--- src/common/rv_core_pkg.sv ---
// RV core shared definitions
package rv_core_pkg;

  //////////////////////////////////////////////////
  // widths and fetch addresses
  //////////////////////////////////////////////////
  localparam int XLEN       = 32;                  // data and address width
  localparam int REG_ADDR_W = 5;                   // x0..x31
  localparam int OPC_W      = 7;                   // major opcode field
  localparam int F3_W       = 3;                   // funct3 field
  localparam int ALU_OP_W   = 4;                   // alu operation code

  localparam logic [XLEN-1:0] PC_RESET = 32'h0000_0000; // first fetch address
  localparam logic [XLEN-1:0] PC_STEP  = 32'd4;         // one word per instruction

  // fetch fsm states
  localparam logic ST_IDLE = 1'b0;                 // bus idle, one cycle between requests
  localparam logic ST_REQ  = 1'b1;                 // cyc/stb high, waiting on ack

  //////////////////////////////////////////////////
  // opcodes and funct3
  //////////////////////////////////////////////////
  localparam logic [OPC_W-1:0] OPC_OP     = 7'b0110011; // register-register
  localparam logic [OPC_W-1:0] OPC_OP_IMM = 7'b0010011; // register-immediate

  localparam logic [F3_W-1:0] F3_ADD  = 3'b000;    // add / sub
  localparam logic [F3_W-1:0] F3_SLL  = 3'b001;
  localparam logic [F3_W-1:0] F3_SLT  = 3'b010;
  localparam logic [F3_W-1:0] F3_SLTU = 3'b011;
  localparam logic [F3_W-1:0] F3_XOR  = 3'b100;
  localparam logic [F3_W-1:0] F3_SR   = 3'b101;    // srl / sra
  localparam logic [F3_W-1:0] F3_OR   = 3'b110;
  localparam logic [F3_W-1:0] F3_AND  = 3'b111;

  // alu operation codes
  localparam logic [ALU_OP_W-1:0] ALU_ADD  = 4'd0;
  localparam logic [ALU_OP_W-1:0] ALU_SUB  = 4'd1;
  localparam logic [ALU_OP_W-1:0] ALU_SLL  = 4'd2;
  localparam logic [ALU_OP_W-1:0] ALU_SLT  = 4'd3;
  localparam logic [ALU_OP_W-1:0] ALU_SLTU = 4'd4;
  localparam logic [ALU_OP_W-1:0] ALU_XOR  = 4'd5;
  localparam logic [ALU_OP_W-1:0] ALU_SRL  = 4'd6;
  localparam logic [ALU_OP_W-1:0] ALU_SRA  = 4'd7;
  localparam logic [ALU_OP_W-1:0] ALU_OR   = 4'd8;
  localparam logic [ALU_OP_W-1:0] ALU_AND  = 4'd9;

  //////////////////////////////////////////////////
  // instruction word, R and I views
  //////////////////////////////////////////////////
  typedef union packed {
    struct packed {
      logic [6:0]            funct7;               // bit 5 picks sub / sra
      logic [REG_ADDR_W-1:0] rs2;
      logic [REG_ADDR_W-1:0] rs1;
      logic [F3_W-1:0]       funct3;
      logic [REG_ADDR_W-1:0] rd;
      logic [OPC_W-1:0]      opcode;
    } r;
    struct packed {
      logic [11:0]           imm12;                // signed, shamt in [4:0]
      logic [REG_ADDR_W-1:0] rs1;
      logic [F3_W-1:0]       funct3;
      logic [REG_ADDR_W-1:0] rd;
      logic [OPC_W-1:0]      opcode;
    } i;
  } instr_u;

endpackage

--- src/exec/rv_decode.sv ---
// OP / OP-IMM decoder
`timescale 1ns/10ps

module rv_decode (
  input  rv_core_pkg::instr_u                i_instr,       // captured word
  input  logic                               i_instr_valid, // word is new this cycle
  output logic [rv_core_pkg::ALU_OP_W-1:0]   o_alu_op,
  output logic                               o_use_imm,     // operand b from o_imm
  output logic [rv_core_pkg::XLEN-1:0]       o_imm,         // sign-extended imm12 or shamt
  output logic [rv_core_pkg::REG_ADDR_W-1:0] o_rd_addr,
  output logic                               o_rd_we
);
  import rv_core_pkg::*;

  logic            is_op;                              // register-register
  logic            is_op_imm;                          // register-immediate
  logic            alt;                                // funct7[5]
  logic [F3_W-1:0] f3;

  assign is_op     = (i_instr.r.opcode == OPC_OP);
  assign is_op_imm = (i_instr.i.opcode == OPC_OP_IMM);
  assign alt       = i_instr.r.funct7[5];              // same bit as imm12[10]
  assign f3        = i_instr.r.funct3;

  //////////////////////////////////////////////////
  // alu operation select
  //////////////////////////////////////////////////
  always_comb begin
    case (f3)
      F3_ADD:  o_alu_op = (is_op && alt) ? ALU_SUB : ALU_ADD; // no subi
      F3_SLL:  o_alu_op = ALU_SLL;
      F3_SLT:  o_alu_op = ALU_SLT;
      F3_SLTU: o_alu_op = ALU_SLTU;
      F3_XOR:  o_alu_op = ALU_XOR;
      F3_SR:   o_alu_op = alt ? ALU_SRA : ALU_SRL;    // both opcodes
      F3_OR:   o_alu_op = ALU_OR;
      F3_AND:  o_alu_op = ALU_AND;
      default: o_alu_op = ALU_ADD;
    endcase
  end

  // immediate, shifts keep only shamt
  always_comb begin
    if ((f3 == F3_SLL) || (f3 == F3_SR)) begin
      o_imm = {{(XLEN-5){1'b0}}, i_instr.i.imm12[4:0]};
    end else begin
      o_imm = {{(XLEN-12){i_instr.i.imm12[11]}}, i_instr.i.imm12};
    end
  end

  assign o_use_imm = is_op_imm;
  assign o_rd_addr = i_instr.i.rd;                     // same place in both views

  // unsupported opcodes and x0 retire silently
  assign o_rd_we = i_instr_valid && (is_op || is_op_imm) && (i_instr.i.rd != '0);

endmodule

--- src/exec/rv_execute.sv ---
// ALU and commit register
`timescale 1ns/10ps

module rv_execute (
  input  logic                               i_clk,
  input  logic                               i_arst_n,
  input  logic [rv_core_pkg::ALU_OP_W-1:0]   i_alu_op,
  input  logic                               i_use_imm,   // b = imm instead of rs2
  input  logic [rv_core_pkg::XLEN-1:0]       i_imm,
  input  logic [rv_core_pkg::REG_ADDR_W-1:0] i_rd_addr,
  input  logic                               i_rd_we,     // valid, supported, rd != 0
  input  logic [rv_core_pkg::XLEN-1:0]       i_rs1_data,
  input  logic [rv_core_pkg::XLEN-1:0]       i_rs2_data,
  output logic                               o_rd_we,     // retire strobe
  output logic [rv_core_pkg::REG_ADDR_W-1:0] o_rd_addr,
  output logic [rv_core_pkg::XLEN-1:0]       o_rd_data
);
  import rv_core_pkg::*;

  logic [XLEN-1:0]       op_a;
  logic [XLEN-1:0]       op_b;
  logic [4:0]            shamt;                        // low five bits of b
  logic [XLEN-1:0]       result;
  logic                  we_q;
  logic [REG_ADDR_W-1:0] rd_q;
  logic [XLEN-1:0]       data_q;

  assign op_a  = i_rs1_data;
  assign op_b  = i_use_imm ? i_imm : i_rs2_data;
  assign shamt = op_b[4:0];

  //////////////////////////////////////////////////
  // alu
  //////////////////////////////////////////////////
  always_comb begin
    case (i_alu_op)
      ALU_ADD:  result = op_a + op_b;
      ALU_SUB:  result = op_a - op_b;
      ALU_SLL:  result = op_a << shamt;
      ALU_SLT:  result = {{(XLEN-1){1'b0}}, $signed(op_a) < $signed(op_b)};
      ALU_SLTU: result = {{(XLEN-1){1'b0}}, op_a < op_b};
      ALU_XOR:  result = op_a ^ op_b;
      ALU_SRL:  result = op_a >> shamt;
      ALU_SRA:  result = $unsigned($signed(op_a) >>> shamt); // sign fill
      ALU_OR:   result = op_a | op_b;
      ALU_AND:  result = op_a & op_b;
      default:  result = op_a + op_b;
    endcase
  end

  //////////////////////////////////////////////////
  // commit register
  //////////////////////////////////////////////////
  always_ff @(posedge i_clk or negedge i_arst_n) begin
    if (!i_arst_n) begin
      we_q   <= 1'b0;
      rd_q   <= '0;
      data_q <= '0;
    end else begin
      we_q <= i_rd_we;                                 // single-cycle strobe
      if (i_rd_we) begin
        rd_q   <= i_rd_addr;                           // hold last retire otherwise
        data_q <= result;
      end
    end
  end

  // same register drives retire port and rf write port
  assign o_rd_we   = we_q;
  assign o_rd_addr = rd_q;
  assign o_rd_data = data_q;

endmodule

--- src/exec/rv_operand_read.sv ---
// Register file with commit forwarding
`timescale 1ns/10ps

module rv_operand_read (
  input  logic                               i_clk,
  input  logic                               i_arst_n,
  input  logic [rv_core_pkg::REG_ADDR_W-1:0] i_rs1_addr,
  input  logic [rv_core_pkg::REG_ADDR_W-1:0] i_rs2_addr,
  input  logic                               i_wr_en,     // commit register valid
  input  logic [rv_core_pkg::REG_ADDR_W-1:0] i_wr_addr,   // commit rd
  input  logic [rv_core_pkg::XLEN-1:0]       i_wr_data,   // commit result
  output logic [rv_core_pkg::XLEN-1:0]       o_rs1_data,
  output logic [rv_core_pkg::XLEN-1:0]       o_rs2_data
);
  import rv_core_pkg::*;

  logic [XLEN-1:0] regs_q [1:31];                      // x0 is not stored

  //////////////////////////////////////////////////
  // write port, fed by the commit register
  //////////////////////////////////////////////////
  always_ff @(posedge i_clk or negedge i_arst_n) begin
    if (!i_arst_n) begin
      for (int k = 1; k < 32; k++) begin
        regs_q[k] <= '0;                               // all registers start at zero
      end
    end else if (i_wr_en && (i_wr_addr != '0)) begin
      regs_q[i_wr_addr] <= i_wr_data;
    end
  end

  // one read port, x0 first, then forward, then array
  function automatic logic [XLEN-1:0] read_port(input logic [REG_ADDR_W-1:0] addr);
    logic [XLEN-1:0] val;
    if (addr == '0) begin
      val = '0;                                        // x0 hardwired
    end else if (i_wr_en && (i_wr_addr == addr)) begin
      val = i_wr_data;                                 // addr non-zero, so rd is too
    end else begin
      val = regs_q[addr];
    end
    return val;
  endfunction

  //////////////////////////////////////////////////
  // read ports
  //////////////////////////////////////////////////
  always_comb begin
    o_rs1_data = read_port(i_rs1_addr);
    o_rs2_data = read_port(i_rs2_addr);
  end

endmodule

--- src/rtl/rv_core.sv ---
// RV32I integer core top
`timescale 1ns/10ps

module rv_core (
  input  logic                               i_clk,
  input  logic                               i_arst_n,
  output logic                               o_wb_cyc,    // instruction bus
  output logic                               o_wb_stb,
  output logic [rv_core_pkg::XLEN-1:0]       o_wb_adr,
  input  logic                               i_wb_ack,
  input  logic [rv_core_pkg::XLEN-1:0]       i_wb_dat,
  output logic                               o_rd_we,     // retire trace
  output logic [rv_core_pkg::REG_ADDR_W-1:0] o_rd_addr,
  output logic [rv_core_pkg::XLEN-1:0]       o_rd_data
);
  import rv_core_pkg::*;

  instr_u                fetch_instr;                  // instruction register
  logic                  fetch_valid;
  logic [ALU_OP_W-1:0]   dec_alu_op;
  logic                  dec_use_imm;
  logic [XLEN-1:0]       dec_imm;
  logic [REG_ADDR_W-1:0] dec_rd_addr;
  logic                  dec_rd_we;
  logic [XLEN-1:0]       rs1_data;                     // forwarded operands
  logic [XLEN-1:0]       rs2_data;

  //////////////////////////////////////////////////
  // stage 1, fetch
  //////////////////////////////////////////////////
  rv_fetch u_fetch (
    .i_clk         (i_clk),
    .i_arst_n      (i_arst_n),
    .o_wb_cyc      (o_wb_cyc),
    .o_wb_stb      (o_wb_stb),
    .o_wb_adr      (o_wb_adr),
    .i_wb_ack      (i_wb_ack),
    .i_wb_dat      (i_wb_dat),
    .o_instr       (fetch_instr),
    .o_instr_valid (fetch_valid)
  );

  // stage 2, decode and operand read side by side
  rv_decode u_decode (
    .i_instr       (fetch_instr),
    .i_instr_valid (fetch_valid),
    .o_alu_op      (dec_alu_op),
    .o_use_imm     (dec_use_imm),
    .o_imm         (dec_imm),
    .o_rd_addr     (dec_rd_addr),
    .o_rd_we       (dec_rd_we)
  );

  rv_operand_read u_operand_read (
    .i_clk         (i_clk),
    .i_arst_n      (i_arst_n),
    .i_rs1_addr    (fetch_instr.r.rs1),                // fields straight from the ir
    .i_rs2_addr    (fetch_instr.r.rs2),
    .i_wr_en       (o_rd_we),                          // commit register loops back
    .i_wr_addr     (o_rd_addr),
    .i_wr_data     (o_rd_data),
    .o_rs1_data    (rs1_data),
    .o_rs2_data    (rs2_data)
  );

  // stage 3, execute and commit
  rv_execute u_execute (
    .i_clk         (i_clk),
    .i_arst_n      (i_arst_n),
    .i_alu_op      (dec_alu_op),
    .i_use_imm     (dec_use_imm),
    .i_imm         (dec_imm),
    .i_rd_addr     (dec_rd_addr),
    .i_rd_we       (dec_rd_we),
    .i_rs1_data    (rs1_data),
    .i_rs2_data    (rs2_data),
    .o_rd_we       (o_rd_we),
    .o_rd_addr     (o_rd_addr),
    .o_rd_data     (o_rd_data)
  );

endmodule

--- src/rtl/rv_fetch.sv ---
// Wishbone instruction fetch
`timescale 1ns/10ps

module rv_fetch (
  input  logic                         i_clk,
  input  logic                         i_arst_n,
  output logic                         o_wb_cyc,       // bus cycle active
  output logic                         o_wb_stb,       // read request
  output logic [rv_core_pkg::XLEN-1:0] o_wb_adr,       // fetch address
  input  logic                         i_wb_ack,       // word on i_wb_dat is valid
  input  logic [rv_core_pkg::XLEN-1:0] i_wb_dat,       // instruction word
  output rv_core_pkg::instr_u          o_instr,        // instruction register
  output logic                         o_instr_valid   // one pulse per captured word
);
  import rv_core_pkg::*;

  logic            state_q;                            // ST_IDLE / ST_REQ
  logic [XLEN-1:0] pc_q;                               // address of current fetch
  logic            valid_q;                            // high in cycle after ack
  instr_u          ir_q;                               // captured word
  logic            take;                               // ack seen on open request

  assign take = (state_q == ST_REQ) && i_wb_ack;

  //////////////////////////////////////////////////
  // bus master fsm
  //////////////////////////////////////////////////
  always_ff @(posedge i_clk or negedge i_arst_n) begin
    if (!i_arst_n) begin
      state_q <= ST_IDLE;                              // bus quiet in reset
      pc_q    <= PC_RESET;
      valid_q <= 1'b0;
    end else begin
      valid_q <= take;                                 // pulse follows the ack edge
      case (state_q)
        ST_IDLE: state_q <= ST_REQ;                    // open the next request
        ST_REQ: begin
          if (i_wb_ack) begin
            state_q <= ST_IDLE;                        // cyc/stb drop for one cycle
            pc_q    <= pc_q + PC_STEP;                 // straight-line code only
          end
        end
        default: state_q <= ST_IDLE;
      endcase
    end
  end

  // instruction register, loaded on ack
  always_ff @(posedge i_clk) begin
    if (take) begin
      ir_q <= i_wb_dat;
    end
  end

  assign o_wb_cyc      = (state_q == ST_REQ);
  assign o_wb_stb      = (state_q == ST_REQ);          // classic cycle, stb tracks cyc
  assign o_wb_adr      = pc_q;                         // stable until ack
  assign o_instr       = ir_q;
  assign o_instr_valid = valid_q;

endmodule

--- config.mk ---
export PLATFORM = sky130hd
export DESIGN_NAME = rv_core
export DESIGN_NICKNAME = d
export VERILOG_FILES = /design/src/common/rv_core_pkg.sv /design/src/exec/rv_decode.sv /design/src/exec/rv_execute.sv /design/src/exec/rv_operand_read.sv /design/src/rtl/rv_core.sv /design/src/rtl/rv_fetch.sv
export SDC_FILE = /design/constraint.sdc
export NUM_CORES = 2
export LEC_CHECK = 0
export ABC_CLOCK_PERIOD_IN_PS = 11200
export BUFFER_PORTS_ARGS = -buffer_cell sky130_fd_sc_hd__buf_4
export CORE_ASPECT_RATIO = 0.5
export CORE_MARGIN = 4
export CORE_UTILIZATION = 33
export DETAILED_ROUTE_END_ITERATION = 8
export GPL_ROUTABILITY_DRIVEN = 1
export GPL_TIMING_DRIVEN = 0
export SLEW_MARGIN = 30
export SYNTH_ARGS = -nofsm -noshare
export SYNTH_HDL_FRONTEND = slang
export SYNTH_SLANG_ARGS = --single-unit
--- constraint.sdc ---
create_clock -name i_clk -period 11.2 [get_ports i_clk]
set_input_delay 2.8 -clock i_clk [delete_from_list [all_inputs] [get_ports i_clk]]
set_output_delay 2.8 -clock i_clk [all_outputs]
set_load 0.1 [all_outputs]
==> impl_metrics.ini <==
[run_status]
status = finished, violations left
violations = design-rule violations

[floorplanning]
io_pins = 107
die_w_um = 646
die-height_um = 327
core_um2 = 201000
design.die.area_um2 = 211000
start_util = 0.334
rows = 116

[critical_path]
arrival_ns = 10.46
rrSetupSlack_ns = 1.31
cp-start-kind = register
path_cells = buf_2, buf_4, buf_2, clkbuf_2, buf_1, clkbuf_1, mux4_2, mux4_2, mux2i_1, o21ai_0, nand2_1, nand2_1, ha_1, o21ai_0, inv_1, a31oi_1, a21oi_1, or4_1, a31o_2, a41o_1, xor2_1, a2111oi_1, a31oi_1
path_max_fanout = 10
end_kind = register
critPathMaxStageDelay_ns = 1.04
slowest_stage = a2111oi_1
crit_type = register to register
required_ns = 11.77

[sta]
worst_slew_pin_slew_ns = 1.26
finalCriticalPeriod_ns = 9.89
fin_skew_ns = 0.0549
drv_slew = 0
hold_viol_final = 0
whs_ns = 0.481
worst_slack_ns = 1.31
setup_violations = 0
final.setup.tns_ns = 0
fmax_ghz = 0.101
rsz0062_at_grt = false
slew-limit-headroom = 0.162
post-route-period-util = 0.883

[logic_synthesis]
yosys_warnings = 0
synthCells = 5432
yosysSeqAreaShare = 0.411
synth.avg_cell_area_um2 = 12.3
syn-cell-area_um2 = 67100
synth_area_leaders = dfrtp_1, mux2_2, mux4_2, mux2i_1, nand2_1
ys_seq_elements = 1094
yosysTopAreaCell = dfrtp_1
ys_types = 109
yosysTopAreaCellShare = 0.396
ys.flop_type = dfrtp_1
async_flop_share = 0.971
synth_edf_count = 32

[route]
vias = 55200
drt_iter0_drc = 8158
drt.antenna.violating_nets = 0
vias_per_cell = 6.49
drc = 1
avgRoutedWirePerCell_um = 38.1
drt_first_pass_iters = 9
drt-total-wl_um = 323000

[global_routing]
grt_pass1_wl_um = 438000
grt_overflow = 0
grt_usage = 0.297
grt_start_max_net_pins = 125
antenna_found_initial = 18
grt_pass1_vias = 52200

[clocking]
clockBufferDepth = 3
cts.clk_slew.worst_paths_ns = 0.07
cts.repair.resized = 0
hold_buffers = 0
cts_setup_buffers = 0
clock_latency_ns = 0.76
cts_buffers = 109
ctsRootBufferMaster = clkbuf_16
tritoncts = done
h-tree-depth = 3
clkSinkCount = 1094

[finish]
finalNonFillerCells = 8497
design_area_um2 = 75900
final_common_cell = dfrtp_1
drive_gt1_frac = 0.360
fin_nets = 5814
fin_util = 0.377
syn_to_final_growth_pct = 13.1
final_cell_mix = dfrtp_1, mux2_2, mux4_2

[place]
dp_cells = 8276
dp_hpwl_um = 236000
gp_congestion = 1.05
dp_slack_ns = 2.04
io_buffers = 104
post_dp_cell_area_um2 = 72100

[min_path]
hp-class = register to register

[job]
drv_cap = 0

[power]
p_leak_nw = 34.1
power_density_nw_per_um2 = 134
peakVddDrop_v = 0.000122
power_mw = 10.2
-- synthesized netlist by cell type (60+ instances only) --
master	instances
a21oi_1	161
inv_1	101
dfrtp_1	1062
nand2_1	395
a22oi_1	63
o21ai_0	193
mux2_2	1024
nor2_1	217
mux2i_1	357
mux4_2	410
buf_1	60
ha_1	98
clkbuf_1	305
-- routing by layer --
metal,routed length (um),vias to the layer above,track usage,part of all wire
li1,-,21100,-,-
met1,124000,28600,0.387,0.38
met2,128000,4460,0.404,0.40
met3,49800,1027,0.140,0.15
met4,21400,18,0.159,0.066
met5,141,-,0.00453,0.00044
-- kinds of logic (layout without fill, tap and decap cells) --
| kind of cell | count (synthesis) | after routing | synth area share |
|---|---|---|---|
| adders and majority gates | 100 | 100 | 0.0189 |
| other | 1 | 16 | 0.0000559 |
| xor gates and xnor gates | 72 | 72 | 0.00940 |
| AOI/OAI and AO/OA | 855 | 855 | 0.0874 |
| muxes | 1809 | 1809 | 0.370 |
| DFF | 1094 | 1094 | 0.411 |
| and+or+nand+nor | 875 | 875 | 0.0585 |
| buffers and inverters | 626 | 962 | 0.0453 |
-- final timing paths --
check                                                        end                     startpoint  depth (start not counted)
hold reg to reg               u_execute.o_rd_addr[1]$_DFFE_PN0P_   u_fetch.o_instr[8]$_DFFE_PP_                          2
setup / recovery             u_execute.o_rd_data[28]$_DFFE_PN0P_  u_fetch.o_instr[21]$_DFFE_PP_                         23
hold / removal                u_execute.o_rd_addr[1]$_DFFE_PN0P_   u_fetch.o_instr[8]$_DFFE_PP_                          2
min in group asynchronous  u_operand_read.regs_q[41]$_DFFE_PN0P_                       i_arst_n                          1
max in group asynchronous  u_operand_read.regs_q[51]$_DFFE_PN0P_                       i_arst_n                          4
setup reg to reg             u_execute.o_rd_data[28]$_DFFE_PN0P_  u_fetch.o_instr[21]$_DFFE_PP_                         23
-- final cells by class --
class / instances / area [um^2]
tap: 2714 / 3400
buffer: 513 / 2750
inverter: 113 / 427
clock inverter: 45 / 563
multi-input combinational: 3713 / 36700
sequential: 1094 / 27500
antenna: 14 / 35.0
fill: 19500 / 125000
clock buffer: 156 / 3100
timing repair buffer: 135 / 1340
-- state kept, by name, indices dropped and copies added (netlist names) --
| signal | cells |
|---|---|
| u_operand_read.regs_q | 992 |
| u_execute.o_rd_data | 32 |
| u_fetch.o_instr | 32 |
| u_fetch.o_wb_adr | 30 |
| u_execute.o_rd_addr | 5 |
| u_execute.o_rd_we | 1 |
| u_fetch.o_instr_valid | 1 |
| u_fetch.o_wb_cyc | 1 |
-- report_power, final --
| group | internal [mW] | switching [mW] |
|---|---|---|
| Combinational | 0.489 | 1.63 |
| Clock | 2.11 | 1.78 |
| Sequential | 4.01 | 0.176 |
-- critical path: cells and delay by family (launching register included) --
kind | cells | cell delay (ns)
xor gates and xnor gates | 1 | 0.18
muxes | 3 | 1.35
adders and majority gates | 1 | 0.42
DFF | 1 | 0.32
buffers and inverters | 7 | 3.31
AOI/OAI and AO/OA | 8 | 3.27
and+or+nand+nor | 3 | 0.80
(Power assumes the default switching activity.)
